File: src/hdl/lsu_settings.svh
`ifndef LSU_SETTINGS_SVH
`define LSU_SETTINGS_SVH

// Executed loads that can wait for commit at one time.
`define LB_DEPTH 8

// Data memory size in 32-bit words. A power of two, so the word address
// wraps by dropping its upper bits.
`define MEM_WORDS 1024

`endif
File: src/hdl/SpecPkg.sv
`default_nettype none

package SpecPkg;

    typedef logic [5:0] SqN; // Wraps; age is judged by signed distance.

    // True when a is the same age as refSqN or older.
    function automatic logic isNotYounger(input SqN a, input SqN refSqN);
        SqN diff;
        diff = a - refSqN;
        return $signed(diff) <= 0;
    endfunction

    function automatic logic isOlder(input SqN a, input SqN refSqN);
        SqN diff;
        diff = a - refSqN;
        return $signed(diff) < 0;
    endfunction

endpackage

`default_nettype wire

File: src/hdl/LsuOpPkg.sv
`default_nettype none

package LsuOpPkg;

    // Memory opcodes as they sit in the core's 6-bit opcode field.
    typedef enum logic [5:0] {
        LSU_LB  = 6'd0,
        LSU_LH  = 6'd1,
        LSU_LW  = 6'd2,
        LSU_LBU = 6'd3,
        LSU_LHU = 6'd4,
        LSU_SB  = 6'd5,
        LSU_SH  = 6'd6,
        LSU_SW  = 6'd7
    } LsuOp;

    typedef logic [4:0] RegName; // Architectural register.
    typedef logic [5:0] Tag;     // Physical destination tag.

    function automatic logic isStore(input LsuOp op);
        return (op == LSU_SB) || (op == LSU_SH) || (op == LSU_SW);
    endfunction

    function automatic logic isLoad(input LsuOp op);
        case (op)
            LSU_LB,
            LSU_LH,
            LSU_LW,
            LSU_LBU,
            LSU_LHU: return 1'b1;
            default: return 1'b0;
        endcase
    endfunction

endpackage

`default_nettype wire

File: src/hdl/LSU.sv
`timescale 1ns/100ps
`default_nettype none

module LSU import LsuOpPkg::*, SpecPkg::*; (
    input  logic        clk,
    input  logic        rst,

    input  logic        inValid,
    input  LsuOp        opcode,
    input  logic [31:0] srcA,
    input  logic [31:0] srcB,
    input  logic [31:0] imm,
    input  logic [31:0] pc,
    input  Tag          tagDst,
    input  RegName      nmDst,
    input  SqN          sqN,

    input  logic        invalidate,
    input  SqN          invalidateSqN,

    input  logic [31:0] memReadData,
    output logic [29:0] memAddr,
    output logic [31:0] memWriteData,
    output logic [3:0]  memWriteMask,
    output logic        memWriteEnable,
    output logic        memReadEnable,

    output logic        lbValid,
    output logic        lbIsLoad,
    output logic [31:0] lbAddr,
    output SqN          lbSqN,
    input  logic        lbMispred,

    output logic        wbReq,

    output logic        outValid,
    output Tag          outTagDst,
    output RegName      outNmDst,
    output SqN          outSqN,
    output logic [31:0] outResult,

    output logic        branchTaken,
    output logic [31:0] branchDstPc,
    output SqN          branchSqN
);

    logic [31:0] addr;
    logic [31:0] storeData;
    logic [3:0]  storeMask;
    logic        keepIn, keepMid, keepOut;

    logic        midValid;
    LsuOp        midOp;
    Tag          midTag;
    RegName      midNm;
    SqN          midSqN;
    logic [1:0]  midByte;
    logic [31:0] midPc;
    logic [31:0] outPc;

    logic [7:0]  laneByte;
    logic [15:0] laneHalf;
    logic [31:0] loadResult;

    assign addr = srcA + imm;

    // Survival under flush, one check per stage.
    assign keepIn  = inValid  && (!invalidate || isNotYounger(sqN, invalidateSqN));
    assign keepMid = midValid && (!invalidate || isNotYounger(midSqN, invalidateSqN));
    assign keepOut = outValid && (!invalidate || isNotYounger(outSqN, invalidateSqN));

    assign wbReq = keepMid; // Result lands next cycle.

    // Move store data into its byte lanes.
    always_comb begin
        storeData = srcB;
        storeMask = 4'b1111;
        case (opcode)
            LSU_SB: begin
                storeData = srcB << (8 * addr[1:0]);
                storeMask = 4'b0001 << addr[1:0];
            end
            LSU_SH: begin
                storeData = addr[1] ? (srcB << 16) : srcB;
                storeMask = addr[1] ? 4'b1100 : 4'b0011;
            end
            default: ;
        endcase
    end

    always_ff @(posedge clk) begin
        if (rst) begin
            midValid <= 1'b0;
            lbValid <= 1'b0;
            memReadEnable <= 1'b0;
            memWriteEnable <= 1'b0;
            outValid <= 1'b0;
            branchTaken <= 1'b0;
        end else begin
            midValid <= keepIn;
            lbValid <= keepIn;
            memReadEnable <= keepIn && isLoad(opcode);
            memWriteEnable <= keepIn && isStore(opcode);
            outValid <= keepMid;
            branchTaken <= keepOut && lbMispred; // Store hit a younger load.
        end
    end

    always_ff @(posedge clk) begin
        if (keepIn) begin
            midOp <= opcode;
            midTag <= tagDst;
            midNm <= nmDst;
            midSqN <= sqN;
            midByte <= addr[1:0];
            midPc <= pc;
            memAddr <= addr[31:2];
            memWriteData <= storeData;
            memWriteMask <= storeMask;
            lbIsLoad <= !isStore(opcode);
            lbAddr <= addr;
            lbSqN <= sqN;
        end
        if (keepMid) begin
            outTagDst <= midTag;
            outNmDst <= midNm;
            outSqN <= midSqN;
            outResult <= loadResult;
            outPc <= midPc;
        end
        if (keepOut) begin
            branchDstPc <= outPc + 32'd4;
            branchSqN <= outSqN;
        end
    end

    // Pick the addressed lane and extend it.
    always_comb begin
        laneByte = memReadData[8 * midByte +: 8];
        laneHalf = midByte[1] ? memReadData[31:16] : memReadData[15:0];
        case (midOp)
            LSU_LB:  loadResult = {{24{laneByte[7]}}, laneByte};
            LSU_LBU: loadResult = {24'b0, laneByte};
            LSU_LH:  loadResult = {{16{laneHalf[15]}}, laneHalf};
            LSU_LHU: loadResult = {16'b0, laneHalf};
            LSU_LW:  loadResult = memReadData;
            default: loadResult = 32'b0; // Stores write back nothing useful.
        endcase
    end

    assert property (@(posedge clk) disable iff (rst)
        memWriteEnable |-> !memReadEnable);

endmodule

`default_nettype wire

File: config.mk
export PLATFORM = sky130hd
export DESIGN_NAME = LSU
export DESIGN_NICKNAME = d
export VERILOG_FILES = /design/src/hdl/lsu_settings.svh /design/src/hdl/SpecPkg.sv /design/src/hdl/LsuOpPkg.sv /design/src/hdl/LSU.sv
export SDC_FILE = /design/constraint.sdc
export NUM_CORES = 1
export LEC_CHECK = 0
export BUFFER_PORTS_ARGS = -buffer_cell sky130_fd_sc_hd__buf_2
export CAP_MARGIN = 30
export CORE_ASPECT_RATIO = 0.5
export CORE_UTILIZATION = 45
export DETAILED_ROUTE_END_ITERATION = 10
export PLACE_DENSITY = 0.72
export SYNTH_ARGS = -nofsm -noshare
export SYNTH_HDL_FRONTEND = slang
export SYNTH_SLANG_ARGS = --single-unit
File: constraint.sdc
create_clock -name clk -period 10.77 [get_ports clk]
set_input_delay 1.6155 -clock clk [delete_from_list [all_inputs] [get_ports clk]]
set_output_delay 1.6155 -clock clk [all_outputs]
set_load 0.05 [all_outputs]
# [Word-level counts from Yosys, hierarchy flattened]
# Cells that the tools add are included.
[totals] ff_bits=280 in_bits=194 output_inout_bits=198 elab_cells=69
[classes] addsub=5 magnitude_cmp=3 n_eq_ne=11 shift=3 mux=8 reduce_logical=16
[op_table] cell="$pmux 32 s5" n=1
[op_table] cell="$pmux 32 s2" n=1
[op_table] cell="$add 32x3->32 const B" n=1
[op_table] cell="$add 32x32->32" n=1
[op_table] cell="$mux 32" n=1
[op_table] cell="$shiftx 32x6->8" n=1
[op_table] cell="$shl 32x5->32" n=1
[op_table] cell="$eq 6x3->1 const B" n=5
[op_table] cell="$eq 6x2->1 const B" n=4
[op_table] cell="$le 6x1->1 const B" n=3
[op_table] cell="$sub 6x6->6" n=3
[op_table] cell="$mux 16" n=1
[op_table] cell="$eq 6x1->1 const B" n=2
[op_table] cell="$logic_not 6->1" n=2
[op_table] cell="$pmux 4 s2" n=1
[op_table] cell="$logic_and 1x1->1" n=6
[op_table] cell="$logic_or 1x1->1" n=5
[op_table] cell="$reduce_or 5->1" n=1
[op_table] cell="$mux 4" n=1
[op_table] cell="$shl 1x2->4 const A" n=1
[op_table] cell="$logic_not 1->1" n=2
[op_table] cell="$mux 1" n=2

# [Logic depth before layout (Yosys ltp)]
[logic_depth] word_depth=5 ltp_mapped=10 depth_no_buf=10

# [Worst setup path after synthesis]
# Ideal clock, no wire load.
[synth_timing] path_kind="input -> register" start="input sqN[0]" end="register lbAddr[0], enable pin" setup_ns=0.623 arrival_time_ns=8.414 required_time_ns=10.147 path_slack_ns=1.734 stages=9 n_path_buf=0 path_cell_list="inv_1 ha_1 fa_1 o21ai_0 a21oi_1 xnor2_1 o31ai_1 a21oi_1 nor2b_1"
[synth_via] elab_chain_len=4
[synth_lines] item="start, declared" line_no="LSU.sv:16" source="input SqN sqN,"
[synth_lines] item="$sub 6x6->6" line_no="SpecPkg.sv:10" source="diff = a - refSqN;"
[synth_lines] item="$le 6x1->1" line_no="SpecPkg.sv:11" source="return $signed(diff) <= 0;"
[synth_lines] item="$logic_or 1x1->1" line_no="LSU.sv:68" source="assign keepIn = inValid && (!invalidate || isNotYounger(sqN, invalidateSqN));"
[synth_lines] item="$logic_and 1x1->1" line_no="LSU.sv:68"
[synth_lines] item="net keepIn" line_no="LSU.sv:50" source="logic keepIn, keepMid, keepOut;"
[synth_lines] item="end signal, assigned" line_no="LSU.sv:121" source="lbAddr <= addr;"
[synth_lines] item="end, declared" line_no="LSU.sv:30" source="output logic [31:0] lbAddr,"
# The timed path passes the listed nets, and every way through them passes these cells.
# A chain may end at the register's enable or synchronous reset.

# [Worst setup path in the final report]
[layout_timing] start="input invalidateSqN[1]" end="output wbReq"
[layout_via] elab_chain_len=4
[layout_lines] item="start, declared" line_no="LSU.sv:19" source="input SqN invalidateSqN,"
[layout_lines] item="$sub 6x6->6" line_no="SpecPkg.sv:10"
[layout_lines] item="$le 6x1->1" line_no="SpecPkg.sv:11"
[layout_lines] item="$logic_or 1x1->1" line_no="LSU.sv:69" source="assign keepMid = midValid && (!invalidate || isNotYounger(midSqN, invalidateSqN));"
[layout_lines] item="$logic_and 1x1->1" line_no="LSU.sv:69"
[layout_lines] item="end, declared" line_no="LSU.sv:34" source="output logic wbReq,"
# Every way passes these cells.

==> reports/qor.csv <==
metric,value,unit
status,"finished, final reports clean",
aggregate global routing overflow,0,
element type at the critical path end,output port,
maximum number of pins on one net before global-route repair,62,
Hold Path Stages,0,
I/O Buffers,391,
"Cell Area, Synth",12000,um^2
final worst path period share,54.5,%
Die Outline Area,27400,um^2
clock buffer count from CTS,23,
syn_nets,1177,
Post-synth EDFFs,243,
post-CTS resize count,0,
"Seq/Total Area, Yosys",61.6,%
via count,8984,
worst-case clock buffer depth,3,
residual DRC count,0,
startpoint types,primary input,
RSZ-0062 raised after global routing,false,
classification of the worst setup path,in2out,
H-tree level count,1,
CP max-delay cell,a221oi_1,
crit-path max FO,8,
dominant register cell in the synthesized netlist,edfxtp_1,
final-report setup violation count,0,
final critical-path required period,5.87,ns
max incr delay on CP,0.50,ns
most numerous cell types in the synthesized netlist,"edfxtp_1 (243), nor2_1 (70), nand2_1 (63)",
length in cells of the worst reg-to-reg path,9,
number of nets with antenna violations after detailed routing,0,
area fraction of the dominant cell type after synthesis,60.8,%
"flops & latches, synth",248,
top cells by area in the synthesized netlist,"edfxtp_1 (61%), ha_1 (4.9%), xnor2_1 (2.8%)",
actual slew at the worst max-slew pin,0.799,ns
share of total power consumed by net switching,32.8,%
Final HPWL DP,24.1,mm
combined flip-flop and latch cell area,7400,um^2
"count leader, synth",edfxtp_1,
number of nets at the end of the flow,1556,
slack of the critical path,4.90,ns
data arrival at the endpoint of the critical path,4.25,ns
Yosys top cell by area,edfxtp_1,
die extent in y,117,um
area of combinational cells with multiple inputs,4200,um^2
worst slack at placement,4.61,ns
area added between synthesis and finish,25.0,%
first-pass GRT wire length,48.6,mm
headroom to the max-slew limit,46.5,%
number of distinct library cell variants in the gate-level netlist after synthesis,70,
number of buffers inserted for hold repair after clock tree synthesis,0,
leakage,0.00644,uW
worst endpoint required time,9.15,ns
cell breakdown of the critical path,buf_2 -> inv_1 -> ha_1 -> nor2b_1 -> o21ai_1 -> a21oi_1 -> o21a_1 -> or3_1 -> a221oi_1 -> nor2b_4 -> buf_2,
Flop pwr share,45.4,%
I/O pin total,392,
Fill cells,2096,
number of global-route vias before repair,8839,
fraction of layout cells with a size suffix above 1,34.5,%
Worst VDD drop,0.111,mV
vias per cell,5.37,
"Setup Fix Bufs, Post-CTS",0,
Routed wire per std cell,18.9,um
mean post-synth cell area,12.9,um^2
Starting DRT DRC Count,636,
reported net switching power,872,uW
number of antenna violations at the first check in global routing,5,
clock slew at reported path FFs,0.06,ns
proportion of synthesized flip-flops having asynchronous set or reset,0,%
worst hold path type,reg2reg,
worst hold slack after final layout,0.414,ns
count of yosys warnings during synthesis,0,
count of mapped cells out of synthesis,932,
final-report hold violation count,0,
clock tree sinks,248,
proportion of power drawn by the clock network,30.1,%
Sum Neg Setup Slack,0,ns
core box area,25700,um^2
effective utilization at floorplan,46.7,%
clock latency at the later pin of the worst-skew pair,0.53,ns
highest achievable clock rate,0.170,GHz
cell mode on critical path,buf_2,
total global-route track usage,22.7,%
overall die width,233,um
Detailed Routing Iterations Pass 1,6,
routability-driven placement congestion ratio,0.946,
design internal power,1790,uW
buffer type at the clock tree root,clkbuf_16,
final WL,31.6,mm
power per cell area,177,nW/um^2
combinational share of power,24.5,%
floorplan row count,41,
TritonCTS clock tree,built,
final setup skew,0.00976,ns
number of maximum-capacitance violations,0,
total count of max-transition violations in the final report,0,
==> path summary, 6_finish.rpt <==
check | startpoint | endpoint | slack, ns
hold / removal | midPc[11] | outPc[11] | 0.41
hold reg to reg | midPc[11] | outPc[11] | 0.41
setup / recovery | invalidateSqN[1] | wbReq | 4.90
setup reg to reg | midSqN[1] | outPc[25] | 7.49
==> final cells by class <==
cell class / instances / area share, %
Sequential cell: 248 / 49.3
Multi-Input combinational cell: 600 / 28.0
Inverter: 36 / 0.901
Timing Repair Buffer: 402 / 14.1
Tap cell: 344 / 2.87
Clock inverter: 11 / 0.825
Antenna cell: 5 / 0.0834
Clock buffer: 27 / 3.94
==> placed cells by master (no fill, tap or decap), types with 5 or more instances in the layout <==
master,synthesis,final
buf_2,3,392
edfxtp_1,243,243
nor2_1,70,70
nand2_1,63,63
o21ai_0,52,52
a21oi_1,52,52
ha_1,47,47
xnor2_1,39,39
inv_1,36,36
a21o_1,31,31
nand3_1,29,29
xor2_1,24,24
clkbuf_16,0,23
a221o_1,20,20
mux2i_1,15,15
and3_1,13,13
and2_1,12,12
nand2b_1,10,10
nor2b_1,12,9
a22o_1,8,8
nand4_1,7,7
a22oi_1,6,6
or3_1,6,6
diode_2,0,5
nor3_1,5,5
a221oi_1,5,5
o21a_1,5,5
o21bai_1,5,5
dfxtp_1,5,5
buf_4,30,5
==> registers in the layout, summed over array words and instances (netlist names), 30 cells and up <==
register      cells
branchDstPc      32
memWriteData     32
outPc            32
outResult        32
midPc            32
memAddr          30
==> cells by family after synthesis <==
logic type	count (synthesis)	synth area share [%]
buffers and inverters	84	3.60
AO/OA/AOI/OAI	218	12.6
XOR/XNOR	63	4.60
AND/OR/NAND/NOR	251	10.5
multiplexers	17	1.53
adder cells (fa/ha/maj)	51	5.57
flip-flops	248	61.6
==> routing by layer <==
metal / up-vias / wire, um / GRT usage [%]
li1: 4251 / - / -
met1: 4346 / 12700 / 28.1
met2: 319 / 16400 / 40.3
met3: 68 / 1480 / 3.39
met4: 0 / 1050 / 8.01
met5: - / 0 / 0
==> per-stage QoR <==
stage,cell area (um^2),power [uW],util (%),instances
finish,15000,2660,58.4,1673
floorplan,12000,1720,-,932
global placement,14200,1860,55.1,1624
detailed placement,14200,1870,55.4,1628
global route,15000,2750,58.4,1673
CTS,15000,2680,58.2,1666
==> worst max-delay path, delay by kind of cell <==
family / cells / cell delay, ns
AOI/OAI and AO/OA: 4 / 1.14
adders and majority gates: 1 / 0.29
buffers and inverters: 3 / 0.53
and+or+nand+nor: 3 / 0.67
==> power by group through the flow <==
| stage | clock [uW] | combinational, uW | sequential (uW) |
|---|---|---|---|
| after global routing | 853 | 685 | 1210 |
| after CTS | 821 | 648 | 1210 |
| after floorplan | 0 | 298 | 1420 |
| final | 800 | 650 | 1210 |
| after global placement | 0 | 631 | 1230 |
| after detailed placement | 0 | 646 | 1230 |
Note: power is estimated with default switching activity, not from simulation.
