[src/hdl/lsu_settings.svh]
`ifndef LSU_SETTINGS_SVH
`define LSU_SETTINGS_SVH

// Executed loads that can wait for commit at one time.
`define LB_DEPTH 8

// Data memory size in 32-bit words. A power of two, so the word address
// wraps by dropping its upper bits.
`define MEM_WORDS 1024

`endif
[src/hdl/SpecPkg.sv]
`default_nettype none

package SpecPkg;

    typedef logic [5:0] SqN; // Wraps; age is judged by signed distance.

    // True when a is the same age as refSqN or older.
    function automatic logic isNotYounger(input SqN a, input SqN refSqN);
        SqN diff;
        diff = a - refSqN;
        return $signed(diff) <= 0;
    endfunction

    function automatic logic isOlder(input SqN a, input SqN refSqN);
        SqN diff;
        diff = a - refSqN;
        return $signed(diff) < 0;
    endfunction

endpackage

`default_nettype wire

[src/hdl/LoadBuffer.sv]
`timescale 1ns/100ps
`default_nettype none

`include "lsu_settings.svh"

module LoadBuffer import SpecPkg::*; (
    input  logic        clk,
    input  logic        rst,

    input  logic        lbValid,
    input  logic        lbIsLoad,
    input  logic [31:0] lbAddr,
    input  SqN          lbSqN,

    input  logic        invalidate,
    input  SqN          invalidateSqN,

    input  logic        commitValid,
    input  SqN          commitSqN,

    output logic        lbMispred
);

    localparam int IdxW = $clog2(`LB_DEPTH);

    logic [`LB_DEPTH-1:0] entValid;
    logic [29:0]          entAddr [`LB_DEPTH];
    SqN                   entSqN  [`LB_DEPTH];

    logic [`LB_DEPTH-1:0] hitVec;
    logic [`LB_DEPTH-1:0] dropVec;
    logic                 freeFound;
    logic [IdxW-1:0]      freeIdx;
    logic                 insert;

    always_comb begin
        freeFound = 1'b0;
        freeIdx = '0;
        // Lowest free slot wins.
        for (int i = `LB_DEPTH - 1; i >= 0; i--) begin
            if (!entValid[i]) begin
                freeFound = 1'b1;
                freeIdx = IdxW'(i);
            end
        end
        for (int i = 0; i < `LB_DEPTH; i++) begin
            // A younger load to the same word already read stale data.
            hitVec[i] = entValid[i] && (entAddr[i] == lbAddr[31:2])
                && isOlder(lbSqN, entSqN[i]);
            dropVec[i] = (invalidate && !isNotYounger(entSqN[i], invalidateSqN))
                || (commitValid && isNotYounger(entSqN[i], commitSqN));
        end
    end

    assign insert = lbValid && lbIsLoad && freeFound;

    always_ff @(posedge clk) begin
        if (rst) begin
            entValid <= '0;
            lbMispred <= 1'b0;
        end else begin
            for (int i = 0; i < `LB_DEPTH; i++) begin
                if (dropVec[i])
                    entValid[i] <= 1'b0;
            end
            if (insert)
                entValid[freeIdx] <= 1'b1;
            lbMispred <= lbValid && !lbIsLoad && (|hitVec); // Lines up with the result.
        end
    end

    always_ff @(posedge clk) begin
        if (insert) begin
            entAddr[freeIdx] <= lbAddr[31:2];
            entSqN[freeIdx] <= lbSqN;
        end
    end

    // The issuer holds back loads so the table never overflows.
    assert property (@(posedge clk) disable iff (rst)
        (lbValid && lbIsLoad) |-> !(&entValid));

endmodule

`default_nettype wire

[config.mk]
export PLATFORM = sky130hd
export DESIGN_NAME = LoadBuffer
export DESIGN_NICKNAME = d
export VERILOG_FILES = /design/src/hdl/SpecPkg.sv /design/src/hdl/LoadBuffer.sv
export VERILOG_INCLUDE_DIRS = /design/src /design/src/hdl
export SDC_FILE = /design/constraint.sdc
export NUM_CORES = 1
export LEC_CHECK = 0
export BUFFER_PORTS_ARGS = -buffer_cell sky130_fd_sc_hd__buf_2
export CAP_MARGIN = 20
export CORE_MARGIN = 1
export CORE_UTILIZATION = 52
export CTS_CLUSTER_DIAMETER = 100
export DETAILED_ROUTE_END_ITERATION = 6
export PLACE_DENSITY = 0.76
export SYNTH_ARGS = -nofsm -noshare
export SYNTH_HDL_FRONTEND = slang
export SYNTH_SLANG_ARGS = --single-unit
[constraint.sdc]
create_clock -name clk -period 6 [get_ports clk]
set_clock_uncertainty 0.15 [all_clocks]
set_input_delay 1.2 -clock clk [delete_from_list [all_inputs] [get_ports clk]]
set_output_delay 1.2 -clock clk [all_outputs]
set_load 0.01 [all_outputs]
Word level (Yosys, flattened, before mapping):

Memory sizes are Yosys's and may differ from the RTL's.
Index checks and enable logic that the tools add are counted.

* add/sub/neg operators: 24
* $lt $le $gt $ge: 26
* equality and inequality tests: 8
* mux-type cells: 37
* bitwise logic cells: 1
* reductions and logical operators: 55

Operators with widths (number)
* == test 30 bit: 8
* subtractor 6 bit: 24
* less-or-equal comparator 6 x 1 -> 1 bit (second input constant): 16
* less-than comparator 6 x 1 -> 1 bit (second input constant): 8
* logical AND 1 bit: 37
* two-way mux 1 bit: 27
* two-way mux 3 bit: 8
* logical NOT 1 bit: 9
* logical OR 1 bit: 8
* two-way mux 8 bit: 1
* OR 8 bit: 1
* OR reduction 8 bit: 1
* less-than comparator 3 x 4 -> 1 bit (second input constant): 1
* demux 1 bit (select 3 bit): 1
* >= comparator 3 x 1 -> 1 bit (second input constant): 1

* register bits: 9
* RAM bits: 288
* bits of input ports: 56
* output and inout port bits: 1
* word-level logic and storage cells: 155
* memories: 2

Memory list
* entAddr: words 8, bits a word 30, rd ports 8, clocked after Yosys merged registers in 0, write ports 1, RTL line LoadBuffer.sv:27 `` logic [29:0] entAddr [`LB_DEPTH]; ``
* entSqN: words 8, bits a word 6, rd ports 8, clocked after Yosys merged registers in 0, write ports 1, RTL line LoadBuffer.sv:28 `` SqN entSqN [`LB_DEPTH]; ``

Longest topological paths before layout:

Gate-level depths: netlist (run 1).

* depth in word-level cells: 14
* mapped depth: 10
* depth with buffers taken out: 10

Worst setup path after synthesis (run 1):

No wires, ideal clock.

* path kind: input -> register
* from: input lbValid
* to: memory entAddr[1][0] (enable)
* arrival time: 3.989 ns
* setup slack: 1.377 ns
* stages on the path: 2
* buffers on the path: 0
* cells stage by stage: nand2_1 nor3b_1

* word-level cells in the longest chain between the ends: 4

Ends and longest elaborated chain
* from (decl): RTL line LoadBuffer.sv:10 `input logic lbValid,`
* logical AND 1 bit (2 in series): RTL line LoadBuffer.sv:55 `assign insert = lbValid && lbIsLoad && freeFound;`
* two-way mux 1 bit: RTL line LoadBuffer.sv:73 `if (insert) begin`
* two-way mux 1 bit (not written as such): RTL line LoadBuffer.sv:74 `entAddr[freeIdx] <= lbAddr[31:2];`
* to (decl): RTL line LoadBuffer.sv:27

Every way passes these cells.

Final worst setup path (run 1):

* from: input invalidateSqN[1]
* to: register entValid[1]

* word-level cells in the longest chain between the ends: 9

Ends and longest elaborated chain
* from (decl): RTL line LoadBuffer.sv:16 `input SqN invalidateSqN,`
* subtractor 6 bit *: RTL line SpecPkg.sv:10 `diff = a - refSqN;`
* less-or-equal comparator 6 x 1 -> 1 bit *: RTL line SpecPkg.sv:11 `return $signed(diff) <= 0;`
* logical NOT 1 bit *: RTL line LoadBuffer.sv:50 `dropVec[i] = (invalidate && !isNotYounger(entSqN[i], invalidateSqN))`
* logical AND 1 bit *: RTL line LoadBuffer.sv:50
* logical OR 1 bit *: RTL line LoadBuffer.sv:51 `|| (commitValid && isNotYounger(entSqN[i], commitSqN));`
* two-way mux 1 bit *: RTL line LoadBuffer.sv:63 `if (dropVec[i])`
* two-way mux 1 bit *: RTL line LoadBuffer.sv:58 `if (rst) begin`
* OR 8 bit (no line)
* two-way mux 8 bit *: RTL line LoadBuffer.sv:66 `if (insert)`
* to (signal assigned): RTL line LoadBuffer.sv:59 `entValid <= '0;`
* to (signal, indexed assignment): RTL line LoadBuffer.sv:64 `entValid[i] <= 1'b0;`
* to (signal, indexed assignment): RTL line LoadBuffer.sv:67 `entValid[freeIdx] <= 1'b1;`
* to (decl): RTL line LoadBuffer.sv:26 `` logic [`LB_DEPTH-1:0] entValid; ``

Mark *: on every way between the ends. The rest lies on a longest branch, timed or not. The select of a mux whose other input is x is not followed.
A chain may end at the register's enable or synchronous reset.

==> flow_metrics.py, run 1 <==
metrics = {
    "clocking": {
        "cts-resized-gates": 0,
        "cts_setup_buffers": 0,
        "cts-root-buf": "clkbuf_16",
        "cts-hold-fix-buffers": 0,
        "clk_pin_slew_ns": 0.06,
        "htree_levels": 2,
        "cts_buffers": 34,
        "cts_max_path_buffers": 3,
        "cts_sinks": 297,
        "cts_tree": "built",
        "clkLatencyLatePin_ns": 0.53,
    },
    "setup_path": {
        "cp-startpoint": "invalidateSqN[1]",
        "crit_buf_inv": 2,
        "path_cells": "buf_2 > inv_1 > ha_1 > nor2b_1 > nor3_1 > o21bai_1 > a21oi_1 > xnor2_1 > o311ai_1 > a32o_1",
        "slowest_delay_ns": 0.44,
        "reg2reg_from": "entSqN[1][0]",
        "critical_path.endpoint_type": "register",
        "critical_path_arrival_ns": 3.65,
        "rrSetupSlack_ns": 3.22,
        "cp.required_ns": 6.25,
        "cp_top_family": "buffers and inverters",
        "start_kind": "input pin",
        "cp_max_fo": 9,
        "worst_path_max_delay_cell": "inv_1",
        "crit_type": "in -> reg",
    },
    "logic_synthesis": {
        "netlist_area_sq_um": 16200,
        "ys.flop_type": "edfxtp_1",
        "ys_seq_elements": 297,
        "async_flop_share": 0,
        "synthDominantCellAreaShare": 0.535,
        "syn_nets": 1412,
        "yosysSeqAreaShare": 0.546,
        "synthDistinctLibCells": 54,
        "post-synth-top-area-cell": "edfxtp_1",
        "synth_top_cells_by_area": "edfxtp_1, xnor2_1, ha_1, xor2_1, nand4_1",
        "synthCells": 1228,
        "synth_warnings": 0,
        "avgSynthCellArea_sq_um": 13.2,
        "synth_edf_count": 288,
    },
    "outcome": {
        "status": "complete, no violations",
    },
    "timing": {
        "final_max_slew_viol_count": 0,
        "hold_viol": 0,
        "fin_tns_setup_ns": 0,
        "max_slew.worst_pin.slew_ns": 0.755,
        "setup_viol": 0,
        "fin_crit_ns": 3.40,
        "fmax_ghz": 0.294,
        "relSlewSlack": 0.492,
        "rsz0062_at_grt": "no",
        "finalCritPeriodShare": 0.567,
    },
    "final_layout": {
        "syn_to_final_growth_pct": 11.4,
        "fin_nets": 1478,
        "layout.cells.non_filler": 1713,
        "antennaDiodeCount": 0,
        "drive_gt1_frac": 0.0926,
    },
    "route": {
        "drt_iter0_markers": 808,
        "drtPass1Iterations": 5,
        "route.detailed.drc": 0,
        "vias": 9875,
        "final_antenna_net_count": 0,
        "finalWirelength_um": 37200,
        "post_drt_wl_per_cell_um": 21.7,
        "routed_via_density": 5.76,
    },
    "global_route": {
        "grt-ovfl-total": 0,
        "grt_first_pass_wirelength_um": 56500,
        "grt.total_usage": 0.244,
        "first_global_vias": 9806,
        "grt_max_degree": 38,
        "antenna_found_initial": 0,
    },
    "place": {
        "placement.io_buffers": 54,
        "dp.cells": 1649,
        "hpwl_um": 24400,
        "routabilityCongestion": 0.868,
    },
    "power_and_ir_drop": {
        "ir_drop_mv": 0.279,
        "power_density_nw_per_um2": 264,
        "leakagePower_nw": 6.46,
        "total_power_w": 0.00476,
    },
    "die": {
        "rows": 64,
        "die_x_um": 178,
        "initial_utilization": 0.529,
        "core_area_sq_um": 30600,
        "die-area_sq_um": 31800,
        "num_io_pins": 57,
        "die_h_um": 178,
    },
    "hold_path": {
        "hold_class": "reg -> reg",
        "hp-start": "entValid[0]",
    },
    "run": {
        "cap_violations": 0,
    },
}
[per-stage QoR]
step	instance area, sq um	hold WS (ns)	setup slack [ns]	util
after CTS	17900	0.470	2.59	0.585
after global placement	16800	0.452	2.06	0.548
final	18000	0.482	2.60	0.589
after floorplan	16200	0.339	1.38	-
after detailed placement	16800	0.463	2.08	0.550
after global routing	18000	0.510	2.47	0.589
[per-layer routing]
layer | GRT usage | wire length [um] | part of all wire
met1 | 0.324 | 16300 | 0.44
met2 | 0.405 | 17600 | 0.47
met3 | 0.0354 | 1900 | 0.051
met4 | 0.0918 | 1340 | 0.036
met5 | 0 | 0 | 0
[synth_stat cells, types with 4 or more instances]
master,instances
dfxtp_1,9
nand4_1,62
a21oi_1,52
o311ai_1,13
inv_1,74
buf_6,11
nor4_1,24
nor2_1,36
nand2_1,24
o21ai_0,8
xor2_1,100
nor2b_1,21
nand3_1,15
a31oi_1,4
edfxtp_1,288
a21o_1,29
o21a_1,9
o21ai_1,21
buf_2,16
nand2b_1,5
ha_1,112
fa_1,16
xnor2_1,224
buf_4,6
[layout make-up]
class	count	area, sq um
Clock buffer	40	873
Fill cell	2382	12600
Inverter	74	278
Sequential cell	297	8830
Multi-Input combinational cell	822	6870
Timing Repair Buffer	65	463
Clock inverter	19	208
Tap cell	396	495
[tightest hold or removal path, stage by stage, from the launching register on]
cell     delay, ns
dfxtp_1       0.42
nand2_1       0.11
o41ai_1       0.06
[final timing paths]
path	to	cells past startpoint
max	entValid[1]	10
min	entValid[0]	2
max reg2reg	entValid[1]	10
min reg2reg	entValid[0]	2
[registers in the layout, indices dropped and copies added, names as in the netlist]
name and flops:
entSqN 48, lbMispred 1, entValid 8, entAddr 240
[report_power, final]
part           switching (W)  internal [W]  total [W]
logic               0.000278      0.000174   0.000452
clock network       0.000821       0.00118    0.00200
registers         0.00000897       0.00229    0.00230
[cells by family after synthesis]
logic type                 Yosys count  synth area share
xor gates and xnor gates           325             0.176
DFF                                297             0.546
and+or+nand+nor                    203            0.0709
AOI/OAI and AO/OA                  166            0.0673
adders and majority gates          128             0.106
buffers and inverters              109            0.0330
[placed cells by master, fill, tap and decap left out, types with 4 or more instances in the layout]
cell type and n:
nand3_1 15, xnor2_1 224, dfxtp_1 9, nand4_1 62, nor4_1 24, o311ai_1 13, a21o_1 29, buf_2 54
nor2_1 29, a31oi_1 4, ha_1 112, o21ai_0 8, clkbuf_1 6, buf_12 4, nand2b_1 5, clkinv_2 4
nor2_4 7, xor2_1 100, edfxtp_1 288, fa_1 16, clkinv_1 8, nor2b_1 21, clkbuf_16 34, o21a_1 9
a21oi_1 52, inv_1 74, buf_4 4, nand2_1 24, o21ai_1 21
Note: power is estimated with default switching activity, not from simulation.
==> run 2, diff against run 1 <==
- ABC_AREA: default -> 1
- clock period: 6 -> 3.2 ns (I/O delays scaled with it)
==> flow_metrics.py, run 2 <==
metrics = {
    "outcome": {
        "status": "complete, no violations",
    },
    "logic_synthesis": {
        "synth_most_common_cell": "nand2_1",
        "netlist_top_cells_count": "nand2_1, inv_1, edfxtp_1",
        "synthCells": 1978,
        "netlist_area_sq_um": 17700,
        "synth_edf_count": 288,
        "async_flop_share": 0,
        "post-synth-top-area-cell": "edfxtp_1",
        "synth_top_cells_by_area": "edfxtp_1, nand2_1, ha_1, inv_1, xnor2_1",
        "yosysSeqAreaShare": 0.498,
        "synthDistinctLibCells": 35,
        "syn_nets": 2162,
        "ys.flop_type": "edfxtp_1",
        "synth_warnings": 0,
        "avgSynthCellArea_sq_um": 8.97,
        "ys_seq_elements": 297,
        "synthDominantCellAreaShare": 0.488,
    },
    "setup_path": {
        "cp.required_ns": 3.27,
        "crit_type": "reg -> reg",
        "slowest_delay_ns": 0.48,
        "start_kind": "register",
        "path_cells": "inv_1 > nand2_1 > a21oi_1 > o21ai_0 > a21oi_1 > nand2_1 > clkinv_1 > buf_4",
        "critical_path_arrival_ns": 2.63,
        "critical_path.endpoint_type": "register",
        "worst_path_max_delay_cell": "a21oi_1",
        "cp_top_family": "compound AO/OA/AOI/OAI gates",
        "crit_buf_inv": 3,
        "cp_max_fo": 36,
    },
    "clocking": {
        "cts_tree": "built",
        "cts-resized-gates": 0,
        "cts-hold-fix-buffers": 0,
        "cts-root-buf": "clkbuf_16",
        "clkLatencyLatePin_ns": 0.59,
        "htree_levels": 1,
        "cts_max_path_buffers": 3,
        "cts_setup_buffers": 0,
        "cts_buffers": 31,
        "cts_sinks": 297,
        "clk_pin_slew_ns": 0.07,
    },
    "die": {
        "initial_utilization": 0.529,
        "core_area_sq_um": 33500,
        "rows": 67,
        "num_io_pins": 57,
        "die_h_um": 187,
        "die-area_sq_um": 34900,
        "die_x_um": 187,
    },
    "timing": {
        "finalCritPeriodShare": 0.799,
        "setup_viol": 0,
        "fmax_ghz": 0.391,
        "final_max_slew_viol_count": 0,
        "max_slew.worst_pin.slew_ns": 0.600,
        "worst_slack_ns": 0.642,
        "relSlewSlack": 0.600,
        "hold_viol": 0,
        "fin_crit_ns": 2.56,
        "holdWs_ns": 0.235,
        "rsz0062_at_grt": "no",
        "fin_tns_setup_ns": 0,
    },
    "route": {
        "final_antenna_net_count": 0,
        "drtPass1Iterations": 5,
        "vias": 13800,
        "route.detailed.drc": 0,
        "drt_iter0_markers": 1523,
        "routed_via_density": 5.42,
        "post_drt_wl_per_cell_um": 19.5,
        "finalWirelength_um": 49500,
    },
    "power_and_ir_drop": {
        "leakagePower_nw": 8.85,
        "seqPwrFrac": 0.484,
        "power.internal_w": 0.00672,
        "pwr-share-clk": 0.405,
        "switching_share": 0.247,
        "ir_drop_mv": 0.457,
        "combPwrFrac": 0.111,
        "power_density_nw_per_um2": 453,
        "p_sw_w": 0.00220,
    },
    "final_layout": {
        "top_regs": "entAddr (240), entSqN (48), entValid (8)",
        "fin_nets": 2258,
        "largest_register_ff_count": 240,
        "design_area_sq_um": 19700,
        "drive_gt1_frac": 0.0768,
        "layout_common_cells": "nand2_1, inv_1, edfxtp_1, nor2_1, ha_1",
        "largest-register": "entAddr",
        "final_common_cell": "nand2_1",
        "multi_input_area_sq_um": 7360,
        "layout.area.seq_sq_um": 8830,
        "antennaDiodeCount": 0,
        "syn_to_final_growth_pct": 10.9,
        "n_fill_cell": 2829,
    },
    "place": {
        "routabilityCongestion": 0.925,
        "place_ws_ns": 0.477,
        "placement.io_buffers": 54,
        "placed_area_sq_um": 18700,
        "hpwl_um": 34800,
    },
    "global_route": {
        "antenna_found_initial": 0,
        "grt.total_usage": 0.285,
        "first_global_vias": 13700,
        "grt-ovfl-total": 0,
        "grt_first_pass_wirelength_um": 75600,
        "grt_max_degree": 37,
    },
    "hold_path": {
        "hold_class": "in -> reg",
    },
    "run": {
        "cap_violations": 0,
    },
}
-- run 2: area by class of cell --
class,count,share of cell area
flip-flops and latches,297,0.449
inverters,351,0.0670
multi-input cells,1298,0.374
well taps,448,0.0285
repair buffers,95,0.0313
clock inverters,19,0.0102
clock buffers,36,0.0404
-- run 2: per-stage QoR --
stage | total power [W] | cells | utilization
3_3_place_gp | 0.00533 | 2489 | 0.557
6_report | 0.00891 | 2544 | 0.587
3_5_place_dp | 0.00537 | 2489 | 0.557
5_1_grt | 0.00916 | 2544 | 0.587
2_1_floorplan | 0.00500 | 1978 | -
4_1_cts | 0.00892 | 2544 | 0.587
-- run 2: worst paths after layout --
check	from	end	slack, ns	cells after the start
worst max-delay path	entValid[7]	entAddr[1][3]	0.64	8
worst min-delay path	lbAddr[13]	entAddr[1][11]	0.23	1
worst max register to register	entValid[7]	entAddr[1][3]	0.64	8
worst min register to register	entValid[3]	entValid[3]	0.38	2
-- run 2: power groups by stage --
stage / combinational, W / clock (W) / sequential [W]
after floorplan: 0.000607 / 0 / 0.00440
after global placement: 0.000936 / 0 / 0.00440
after detailed placement: 0.000972 / 0 / 0.00440
after CTS: 0.000978 / 0.00362 / 0.00432
after global routing: 0.00109 / 0.00375 / 0.00432
final: 0.000990 / 0.00361 / 0.00432
-- run 2: cell families after synthesis --
| kind of cell | count (synthesis) | share of synthesized area |
|---|---|---|
| buffers and inverters | 383 | 0.0878 |
| AO/OA/AOI/OAI | 167 | 0.0503 |
| XOR/XNOR | 138 | 0.0681 |
| AND/OR/NAND/NOR | 865 | 0.199 |
| flip-flops | 297 | 0.498 |
| adder cells (fa/ha/maj) | 128 | 0.0971 |
-- run 2: worst reg2reg max path: stages (launching register included) --
cell and delay, ns:
dfxtp_1 0.35, inv_1 0.12, nand2_1 0.07, a21oi_1 0.13, o21ai_0 0.10, a21oi_1 0.48
nand2_1 0.22, clkinv_1 0.09, buf_4 0.45
-- run 2: routing by layer --
layer,GRT usage,vias to the layer above,part of all wire
li1,-,6540,-
met1,0.379,6379,0.40
met2,0.464,722,0.46
met3,0.0386,140,0.097
met4,0.133,0,0.045
met5,0,-,0
